<file path="config.mk">
export PLATFORM = sky130hd
export DESIGN_NAME = channel_accumulator
export DESIGN_NICKNAME = d
export VERILOG_FILES = /design/src/logic/conv_pkg.sv /design/src/logic/channel_accumulator.sv
export VERILOG_INCLUDE_DIRS = /design/src /design/src/logic
export SDC_FILE = /design/constraint.sdc
export NUM_CORES = 1
export LEC_CHECK = 0
export ABC_AREA = 1
export BUFFER_PORTS_ARGS = -buffer_cell sky130_fd_sc_hd__buf_4
export CAP_MARGIN = 20
export CELL_PAD_IN_SITES_DETAIL_PLACEMENT = 0
export CELL_PAD_IN_SITES_GLOBAL_PLACEMENT = 1
export CORE_ASPECT_RATIO = 1.75
export CORE_MARGIN = 10
export CORE_UTILIZATION = 50
export CTS_CLUSTER_SIZE = 28
export DETAILED_ROUTE_END_ITERATION = 16
export PLACE_DENSITY = 0.81
export SETUP_SLACK_MARGIN = 0.1
export SLEW_MARGIN = 30
export SYNTH_ARGS = -nofsm -noshare
export SYNTH_HDL_FRONTEND = slang
export SYNTH_SLANG_ARGS = --single-unit
</file>
<file path="constraint.sdc">
create_clock -name clk -period 6.5 [get_ports clk]
set_input_delay 0.325 -clock clk [delete_from_list [all_inputs] [get_ports clk]]
set_output_delay 0.325 -clock clk [all_outputs]
set_load 0.02 [all_outputs]
</file>
<file path="src/logic/conv_defs.svh">
`ifndef CONV_DEFS_SVH
`define CONV_DEFS_SVH

//////////////////////////////////////////////////
// Word widths
//////////////////////////////////////////////////

// Pixels and weights
`define CONV_DATA_W 8
// Holds 9 taps x 2 channels x 16384
`define CONV_ACC_W 24

//////////////////////////////////////////////////
// Image and channel sizes
//////////////////////////////////////////////////

`define CONV_IMG_W 6
`define CONV_IMG_H 6
`define CONV_CH_IN 2
`define CONV_CH_OUT 3

// Valid convolution, no padding
`define CONV_OUT_W (`CONV_IMG_W - 2)
`define CONV_OUT_H (`CONV_IMG_H - 2)

`define CONV_PLANE (`CONV_IMG_W * `CONV_IMG_H)
`define CONV_FRAME (`CONV_PLANE * `CONV_CH_IN)
`define CONV_OUT_PLANE (`CONV_OUT_W * `CONV_OUT_H)
`define CONV_TAPS 9

`endif

</file>
<file path="src/logic/conv_pkg.sv">
`include "conv_defs.svh"

package conv_pkg;

	//////////////////////////////////////////////////
	// Data words
	//////////////////////////////////////////////////

	typedef logic signed [`CONV_DATA_W-1:0] pixel_t;
	typedef logic signed [`CONV_DATA_W-1:0] weight_t;
	typedef logic signed [`CONV_ACC_W-1:0] acc_t;

	//////////////////////////////////////////////////
	// State machines
	//////////////////////////////////////////////////

	// Frame store then replay per output channel
	typedef enum logic {
		RS_LOAD,
		RS_REPLAY
	} replay_state_t;

	// Plane collection then interleaved readout
	typedef enum logic {
		DS_FILL,
		DS_DRAIN
	} drain_state_t;

endpackage

</file>
<file path="src/logic/channel_accumulator.sv">
`timescale 1ns/1ps
`include "conv_defs.svh"

module channel_accumulator (
	input  logic           clk,
	input  logic           reset,
	input  logic           part_valid,
	input  conv_pkg::acc_t part_sum,
	output conv_pkg::acc_t chan_sum,
	output logic           chan_valid
);
	import conv_pkg::*;

	localparam int POS_W = $clog2(`CONV_OUT_PLANE);
	localparam int CH_W  = $clog2(`CONV_CH_IN);

	acc_t             plane_buf [0:`CONV_OUT_PLANE-1];
	logic [POS_W-1:0] pos_cnt;
	logic [CH_W-1:0]  ch_cnt;
	acc_t             run_sum;
	logic             first_ch;
	logic             last_ch;

	assign first_ch = (ch_cnt == '0);
	assign last_ch  = (ch_cnt == CH_W'(`CONV_CH_IN - 1));
	assign run_sum  = plane_buf[pos_cnt] + part_sum;

	//////////////////////////////////////////////////
	// Partial plane buffer
	//////////////////////////////////////////////////

	// First channel overwrites the stale plane
	always_ff @(posedge clk) begin
		if (part_valid) begin
			if (first_ch) begin
				plane_buf[pos_cnt] <= part_sum;
			end else begin
				plane_buf[pos_cnt] <= run_sum;
			end
		end
	end

	always_ff @(posedge clk) begin
		chan_sum <= first_ch ? part_sum : run_sum;
	end

	// Position within plane, then input channel
	always_ff @(posedge clk) begin
		if (reset) begin
			pos_cnt    <= '0;
			ch_cnt     <= '0;
			chan_valid <= 1'b0;
		end else begin
			chan_valid <= part_valid && last_ch;
			if (part_valid) begin
				if (pos_cnt == POS_W'(`CONV_OUT_PLANE - 1)) begin
					pos_cnt <= '0;
					ch_cnt  <= last_ch ? '0 : ch_cnt + 1'b1;
				end else begin
					pos_cnt <= pos_cnt + 1'b1;
				end
			end
		end
	end

endmodule

</file>
==> run summary, run 1 <==
The H-tree was split into 2 levels. The synthesized design contains 418 register bits. In this run, distinct cell masters in the synthesized netlist total 35. Measured along the x axis, the die boundary spans 163 µm. The clock arrives with 0.0214 ns of skew.

OpenSTA, run right after detailed placement, puts the worst setup slack at 2.02 ns. For this run, design rule violations remaining after detail routing come to 0. The starting density of the core is 50.6%, and the transition time at the pin with the least slew margin is 0.872 ns. The tools report the violation count after the first detailed-routing iteration as 1262. Summing the areas of all compound-gate instances in the mapped netlist gives 12.6% of the synthesized area.

Clock-pin slew was measured on the worst setup and hold paths at 0.07 ns. VDD sags by at most 0.159 mV. The final period demand of the worst path works out to 4.62 ns. After synthesis, the cell types taking the most area are sky130_fd_sc_hd__edfxtp_1, sky130_fd_sc_hd__o21ai_0, sky130_fd_sc_hd__nor2_1. Broken down by cell family, the worst path's largest delay share belongs to buffers and inverters. The most used flip-flop cell after synthesis is sky130_fd_sc_hd__edfxtp_1.

For this design, the slowest cell found on the critical path is sky130_fd_sc_hd__a21boi_0. Summing the areas of all xor and xnor instances in the mapped netlist gives 0.590% of the synthesized area. The global-route usage over all layers is 21.1%.

CTS root buffer: sky130_fd_sc_hd__clkbuf_16. The logs give 71.0 mm for the first-pass GRT wire length and 0 for the final-report hold violation count. The worst setup path is of the register to register kind. The multi-input logic area came out at 4960 µm². Wires add up to 47.0 mm. The yosys synthesis warning count was 0; the signed area change from the synthesized netlist to the final layout was 14.3%. The top cell type by area accounts for 64.8% of the synthesized area. For this run, the top clock speed supported by timing is 0.216 GHz.

The run finished with clean final reports. The count of TritonRoute iterations in the first routing pass was 8; the worst max-slew margin expressed relative to the limit was 41.8%. By instance count, the leading cell after synthesis is sky130_fd_sc_hd__edfxtp_1. The tree built by TritonCTS fans out to 418 sinks. Sequential elements use 68.6% of the synthesized area. Main combinational cell family by area after synthesis: compound AO/OA/AOI/OAI gates.

The die is 270 µm tall. The number of maximum-capacitance constraint violations was 0. 0 antenna diodes ended up in the layout.

In this run, CTS created clock tree buffers numbering 36. TritonCTS built the clock tree. The number of nets handed over by synthesis was 1575.

The tightest min-delay check is of the input port to register type. The setup slack of the critical path after layout was 1.88 ns. Data arrives at the worst endpoint at 4.88 ns.

The average size of a mapped cell is 11.7 µm². Cells fill 57.9% of the core in the end. For the total number of placement rows, the log shows 91. Dividing the detail-routed wire length by the instance count gives 22.8 µm. Setup repair after global routing left no endpoint under its margin.

Once detailed placement completed, the half-perimeter wirelength came to 28.5 mm. The pin count of the biggest net entering global routing was 193; the number of buffers on the longest clock path was 3. Synthesized-area fraction occupied by adder cells: 2.01%.

Pin placement for this block handled 52 I/O pins. The clock latency of the later-clocked register in the worst-skew pair came out at 0.55 ns. After layout, the worst path uses 71.1% of the clock period. The buffering stage count on the worst path with inverters included was 3; the share of post-route cells with drive strength above 1 was 11.7%. The setup TNS after final layout is 0 ns, and the maximum fanout count along the critical path is 25.

The cell area after synthesis was 17800 µm²; the number of endpoints failing setup at the final stage was 0. The analysis attributes to cell leakage a power of 7.17 nW. The number of global-route vias before repair is 12037. STA classifies the critical path endpoint as a register. Traced cell by cell, the critical path runs through buf_4 > inv_1 > buf_4 > nand3_1 > nand2_1 > ha_1 > nand2_1 > nor2_1 > a21boi_0 > o21ai_0 > nand3_1 > nand3_1 > nand2_1. The mean number of vias per cell works out to 5.97. Sequential cell area in the final layout: 12200 µm².

The remaining antenna violation count after routing is 0. The count of buffers added on input and output ports is 51. The tools report the filler cell count as 2809. The biggest area contributor in the post-synthesis netlist is sky130_fd_sc_hd__edfxtp_1. Routability-driven placement finished with a final weighted congestion of 0.935. Of the total synthesized cell area, the portion taken by AND, OR, NAND and NOR gates is 12.0%. The logs give 12301 for the number of vias after detailed routing and 0 for the initial antenna violation count.

The run gives 43900 µm² as the area enclosed by the die boundary. The max-slew violation total from the final report was 0. The number of setup buffers added after CTS is 0. Core area: 35200 µm².

The final global-route overflow total is 0, and the number of enable flip-flop cells after synthesis is 384. The worst setup path is launched from a register. STA puts the critical path data required time at 6.76 ns.

In this design, the stage delay of the slowest critical-path cell is 0.73 ns. After technology mapping, the gate count stands at 1520. After synthesis, the share of cell area in mux cells is 0%.

The net count of the finished layout is 1624. After synthesis, the most frequently instantiated cells are sky130_fd_sc_hd__edfxtp_1, sky130_fd_sc_hd__o21ai_0, sky130_fd_sc_hd__nor2_1. The power per cell area is 289 nW/µm². The share of async-settable or async-resettable flops after synthesis was 0%.
==> cell type report <==
type,count,area share (%)
Sequential cell,418,60.0
Multi-Input combinational cell,938,24.4
Timing Repair Buffer,99,5.43
Clock buffer,44,4.68
Tap cell,465,2.86
Inverter,76,1.41
Clock inverter,20,1.27
==> placed cells by master (no fill, tap or decap), types with 3 or more instances in the layout <==
master | synthesis | routed
sky130_fd_sc_hd__o211ai_1 | 16 | 16
sky130_fd_sc_hd__o22ai_1 | 16 | 16
sky130_fd_sc_hd__nor2_2 | 9 | 9
sky130_fd_sc_hd__clkbuf_1 | 49 | 7
sky130_fd_sc_hd__xor2_1 | 6 | 6
sky130_fd_sc_hd__o21bai_1 | 3 | 3
sky130_fd_sc_hd__edfxtp_1 | 384 | 384
sky130_fd_sc_hd__o221ai_1 | 76 | 76
sky130_fd_sc_hd__buf_4 | 5 | 77
sky130_fd_sc_hd__ha_1 | 27 | 27
sky130_fd_sc_hd__buf_16 | 0 | 16
sky130_fd_sc_hd__nor2_4 | 0 | 15
sky130_fd_sc_hd__dfxtp_1 | 34 | 31
sky130_fd_sc_hd__clkinv_1 | 1 | 5
sky130_fd_sc_hd__nand4_1 | 4 | 4
sky130_fd_sc_hd__nor2_1 | 221 | 206
sky130_fd_sc_hd__o21ai_1 | 3 | 3
sky130_fd_sc_hd__nand2_1 | 195 | 195
sky130_fd_sc_hd__bufinv_16 | 0 | 6
sky130_fd_sc_hd__nand3_1 | 81 | 81
sky130_fd_sc_hd__clkbuf_16 | 0 | 37
sky130_fd_sc_hd__o21ai_0 | 227 | 226
sky130_fd_sc_hd__inv_1 | 73 | 72
sky130_fd_sc_hd__nand3b_1 | 3 | 3
sky130_fd_sc_hd__a21oi_1 | 29 | 29
sky130_fd_sc_hd__nor3_1 | 7 | 6
sky130_fd_sc_hd__clkinv_2 | 0 | 6
sky130_fd_sc_hd__xnor2_1 | 6 | 6
==> flip-flops by register name, indices dropped and copies added (netlist names), named ones only <==
signal and count:
chan_sum 24, chan_valid 1, pos_cnt 4, ch_cnt 1
plane_buf 384
==> report_power, final <==
group / switching [mW] / internal, mW
logic: 0.470 / 0.211
clock network: 0.941 / 1.29
registers: 0.0106 / 2.97
total: 1.42 / 4.47
==> worst paths after layout <==
path	start	to	slack (ns)	cells past startpoint
worst max-delay path	register	plane_buf[11][19]$_DFFE_PP_	1.88	13
worst min-delay path	part_sum[4]	chan_sum[4]$_DFF_P_	0.01	3
worst max register to register	register	plane_buf[11][19]$_DFFE_PP_	1.88	13
worst min register to register	pos_cnt[0]$_SDFFE_PP0P_	register	0.59	2
==> logic make-up after synthesis <==
group / Yosys count
compound gates: 374
xor+xnor: 12
fa+ha+maj: 28
buf+inv: 164
flops: 418
simple gates: 524
==> through the flow <==
stage	power [mW]	area (µm²)	cells	hold WS, ns
after floorplan	3.49	17800	1520	0.397
after global placement	3.69	18700	1977	0.545
after detailed placement	3.71	19100	1992	0.552
after CTS	5.90	20300	2058	0.00432
after global routing	6.08	20400	2060	0.0140
final	5.89	20400	2060	0.0148
==> timing repair <==
item / in CTS / in global routing
hold buffers: 2 / 0
endpoints found under the hold margin: 2 / 0
gates resized for setup: 0 / 0
==> tightest hold or removal path: stages <==
cell and delay (ns):
sky130_fd_sc_hd__buf_4 0.10, sky130_fd_sc_hd__nand2_1 0.04, sky130_fd_sc_hd__o21ai_0 0.05
==> metal layers <==
metal,wire length [µm],global-route usage [%],part of all wire [%],vias to the layer above
met5,0,0,0,-
met4,1940,9.40,4.1,0
met3,3670,3.48,7.8,118
met2,23500,35.3,50,547
met1,17900,26.3,38,6007
li1,-,-,-,5629
Note: power is estimated with default switching activity, not from simulation.
==> run 2, diff against run 1 <==
--- a/config.mk
+++ b/config.mk
@@ -6,7 +6,7 @@
 export SDC_FILE = /design/constraint.sdc
 export NUM_CORES = 1
 export LEC_CHECK = 0
-export ABC_AREA = 1
+export ABC_AREA = 0
 export BUFFER_PORTS_ARGS = -buffer_cell sky130_fd_sc_hd__buf_4
 export CAP_MARGIN = 20
 export CELL_PAD_IN_SITES_DETAIL_PLACEMENT = 0
@@ -16,7 +16,7 @@
 export CORE_UTILIZATION = 50
 export CTS_CLUSTER_SIZE = 28
 export DETAILED_ROUTE_END_ITERATION = 16
-export PLACE_DENSITY = 0.81
+export PLACE_DENSITY = 0.76
 export SETUP_SLACK_MARGIN = 0.1
 export SLEW_MARGIN = 30
 export SYNTH_ARGS = -nofsm -noshare
==> constraint.sdc (replaced) <==
create_clock -name clk -period 4.6 [get_ports clk]
set_input_delay 0.23 -clock clk [delete_from_list [all_inputs] [get_ports clk]]
set_output_delay 0.23 -clock clk [all_outputs]
set_load 0.02 [all_outputs]
==> run 2 against run 1 <==
Critical path depth unchanged. Maximum frequency rose by 6.5%. Worst setup slack worse by 1.6 ns. Sequential cell count did not move. Critical path type unchanged. Largest power group unchanged.
==> run summary, run 2 <==
The H-tree depth came out at 2 (unchanged). The first-pass GRT wire length was 58.6 mm (-17%); the pin count of the biggest net entering global routing was 36 (-81%). For the final-report hold violation count, the log shows 0 (unchanged). The logs give 33900 µm² (-3.8%) for the core area and 0.282 mV (+78%) for the worst ir drop on vdd.

Path depth of the worst reg2reg path: 13 (unchanged). The worst setup path is launched from a register. Endpoint of the most critical setup path: plane_buf[2][18]$_DFFE_PP_. The starting density of the core is 50.7% (+0.052 points).

The most common cell after layout, fill and taps aside was sky130_fd_sc_hd__edfxtp_1. The average size of a mapped cell works out to 20.2 µm² (+73%). The count of buffers from port buffering works out to 51 (unchanged). The reg2reg setup slack is 0.26 ns (-1.62 ns), and the static leakage is 6.74 nW (-6.0%). Type of the worst setup path: register to register.

The fraction of post-synthesis cell area in the top cell type by area was 67.2% (+2.5 points). The endpoint of the worst-slack reg-to-reg timing path is plane_buf[2][18]$_DFFE_PP_. The endpoint arrival time on the critical path was 4.58 ns (-0.30 ns). For the cell area after placement, the log shows 18600 µm² (-2.4%). The antenna diode instance count is 0 (unchanged). The distinct cell type count of the synthesized netlist is 52 (+49%), and the max-slew violation total from the final report is 0 (unchanged).

For this run, the leading register cell type out of synthesis is sky130_fd_sc_hd__edfxtp_1. The total routed wirelength is 39.2 mm (-17%). TritonCTS built the clock tree. The x dimension of the die is 160 µm (-1.6%). The worst max-slew margin expressed relative to the limit was 39.0% (-2.8 points); the I/O pin count was 52 (unchanged). The number of synthesized register bits was 418 (unchanged). Setup repair after global routing could not meet its margin everywhere. The tools report the final design utilization as 59.6% (+1.7 points). CTS placed an instance of sky130_fd_sc_hd__clkbuf_16 at the clock tree root.

The clock latency of the later-clocked register in the worst-skew pair was 0.54 ns (about the same); the signed area change from the synthesized netlist to the final layout was 17.6%. The final critical-path share of the clock period came out at 94.3% (+23 points). Yosys instantiated no cell more often than sky130_fd_sc_hd__edfxtp_1.

The initial antenna violation count came out at 0 (unchanged). Yosys attributes the largest share of cell area to sky130_fd_sc_hd__edfxtp_1, sky130_fd_sc_hd__mux4_2, sky130_fd_sc_hd__dfxtp_1. The number of vias after detailed routing came out at 8792 (-29%). For the remaining antenna violation count after routing, the log shows 0 (unchanged). The run gives 8.41 mW (+43%) as the power after layout. After synthesis, the most frequently instantiated cells are sky130_fd_sc_hd__edfxtp_1, sky130_fd_sc_hd__mux4_2, sky130_fd_sc_hd__mux2_2.

The number of buffers on the longest clock path was 3 (unchanged); the weighted congestion at the end of routability-driven global placement was 0.847 (-9.4%). The post-layout instance count excluding filler cells was 1483 (-28%). CTS sink count: 418 (unchanged). The setup slack of the critical path after layout came out at 0.263 ns (-1.62 ns). The count of TritonRoute iterations in the first routing pass was 7 (-1); the number of cells produced by synthesis was 847 (-44%). Number of stages on the worst hold path: 3 (unchanged).

The power per cell area is 417 nW/µm² (+44%), and the number of flip-flops in the largest register is 384 (unchanged). Cell count after placement: 1392 (-30%). The final period demand of the worst path works out to 4.34 ns (-0.282 ns). The pre-CTS setup slack is 0.0819 ns (-1.94 ns), and the violation count after the first detailed-routing iteration is 726 (-42%). The share of async-settable or async-resettable flops after synthesis is 0% (unchanged).

The run gives 0 (unchanged) as the number of maximum-capacitance constraint violations. Category of the worst setup path capture point: a register. Final layout net count: 1055 (-35%). The number of endpoints failing setup at the final stage was 0 (unchanged).

The top cell types in the final layout, fill and taps aside, are sky130_fd_sc_hd__edfxtp_1, sky130_fd_sc_hd__buf_4, sky130_fd_sc_hd__mux4_2. The setup TNS after final layout came out at 0 ns (unchanged). The final global-route overflow total is 0 (unchanged), and the post-route cell area is 20200 µm² (-0.93%). The clock-pin transition on the worst setup and hold timing paths was 0.07 ns (about the same). The final routed DRC violation total came out at 0 (unchanged). The register with the most flip-flops in the final layout is plane_buf. For the cell area after synthesis, the log shows 17200 µm² (-3.7%). Of all cell types, the one taking the most synthesized area is sky130_fd_sc_hd__edfxtp_1.

The sequential element share of the synthesized area was 71.2% (+2.6 points); the total number of placement rows was 89 (-2.2%). The largest registers in the layout are plane_buf x384, chan_sum x24, pos_cnt x4. The number of global-route vias before repair was 9300 (-23%); the global-route usage over all layers was 18.5% (-2.6 points). The tools report the yosys synthesis warning count as 0 (unchanged).

The number of enable flip-flop cells after synthesis was 384 (unchanged); the share of post-route cells with drive strength above 1 was 35.5% (+24 points). The die outline height works out to 265 µm (-1.7%). The area enclosed by the die boundary is 42400 µm² (-3.3%), and the net count after synthesis is 902 (-43%). The tightest min-delay check is of the input port to register type. The mean number of vias per cell was 5.93 (-0.72%); the total CTS buffers was 37 (+2.8%).

The detailed-route wire length per cell was 26.4 µm (+16%). The flow ran to the end, and the final reports show no timing, DRC or antenna violations. The run gives 23.5 mm (-17%) as the half-perimeter wire length after detailed placement. The logs give 0.231 GHz (+6.5%) for the fmax and 4.84 ns (-1.92 ns) for the data required time at the worst endpoint. The maximum clock skew at final layout was 0.0234 ns (+0.00202 ns); the transition time at the pin with the least slew margin was 0.915 ns (+0.0430 ns). The maximum fanout count along the critical path was 33 (+32%). The tools report the worst slack on hold paths as 0.0477 ns (+0.0329 ns).
## run 2: metal layers
layer / global-route usage [%] / part of all wire, % / vias up / routed length, µm
li1: - / - / 3809 / -
met3: 3.02 / 6.0 / 65 / 2340
met5: 0 / 0 / - / 0
met4: 5.88 / 2.6 / 0 / 1020
met1: 23.3 / 39 / 4587 / 15100
met2: 32.2 / 53 / 331 / 20700
## run 2: worst min-delay path by stage
stage                       startpoint                    to
after floorplan                  reset   ch_cnt$_SDFFE_PP0P_
after global placement           reset   ch_cnt$_SDFFE_PP0P_
after detailed placement         reset   ch_cnt$_SDFFE_PP0P_
after CTS                 part_sum[20]  chan_sum[20]$_DFF_P_
after global routing      part_sum[20]  chan_sum[20]$_DFF_P_
final                     part_sum[20]  chan_sum[20]$_DFF_P_
## run 2: kinds of logic (layout without fill, tap and decap cells)
kind of cell / after synthesis / after routing / synth area share, %
XOR/XNOR: 23 / 23 / 1.17
multiplexers: 163 / 163 / 18.6
buffers and inverters: 50 / 231 / 1.20
AO/OA/AOI/OAI: 76 / 76 / 3.09
flip-flops: 418 / 418 / 71.2
adder cells (fa/ha/maj): 28 / 28 / 2.09
AND/OR/NAND/NOR: 89 / 89 / 2.69
## run 2: worst max-delay path, stage by stage, from the launching register on
cell                       delay, ns
sky130_fd_sc_hd__dfxtp_4        0.38
sky130_fd_sc_hd__buf_12         0.27
sky130_fd_sc_hd__mux4_2         0.56
sky130_fd_sc_hd__mux4_2         0.49
sky130_fd_sc_hd__ha_1           0.34
sky130_fd_sc_hd__and4_1         0.23
sky130_fd_sc_hd__and2_4         0.16
sky130_fd_sc_hd__a221o_1        0.32
sky130_fd_sc_hd__buf_4          0.14
sky130_fd_sc_hd__a211oi_2       0.18
sky130_fd_sc_hd__buf_4          0.17
sky130_fd_sc_hd__o211ai_1       0.13
sky130_fd_sc_hd__xor2_1         0.20
sky130_fd_sc_hd__mux2_2         0.41
## run 2: repair_timing
item	4_1_cts	5_1_grt
hold endpoints to repair	32	0
pin swaps	0	1
setup endpoints to repair	32	17
hold buffers	23	0
gates resized for setup	2	0
buffers inserted	0	1
## run 2: area by class of cell
| type | instances | area [µm²] |
|---|---|---|
| clock inverter | 18 | 243 |
| multi-input combinational | 379 | 4760 |
| sequential | 418 | 12200 |
| clock buffer | 49 | 1060 |
| fill | 2495 | 13700 |
| timing repair buffer | 154 | 1280 |
| tap | 455 | 569 |
| inverter | 10 | 37.5 |
## run 2: power by group
part | internal (mW) | leakage (nW) | switching (mW)
logic | 0.433 | 2.34 | 0.471
registers | 4.19 | 3.76 | 0.0161
clock network | 1.97 | 0.644 | 1.33
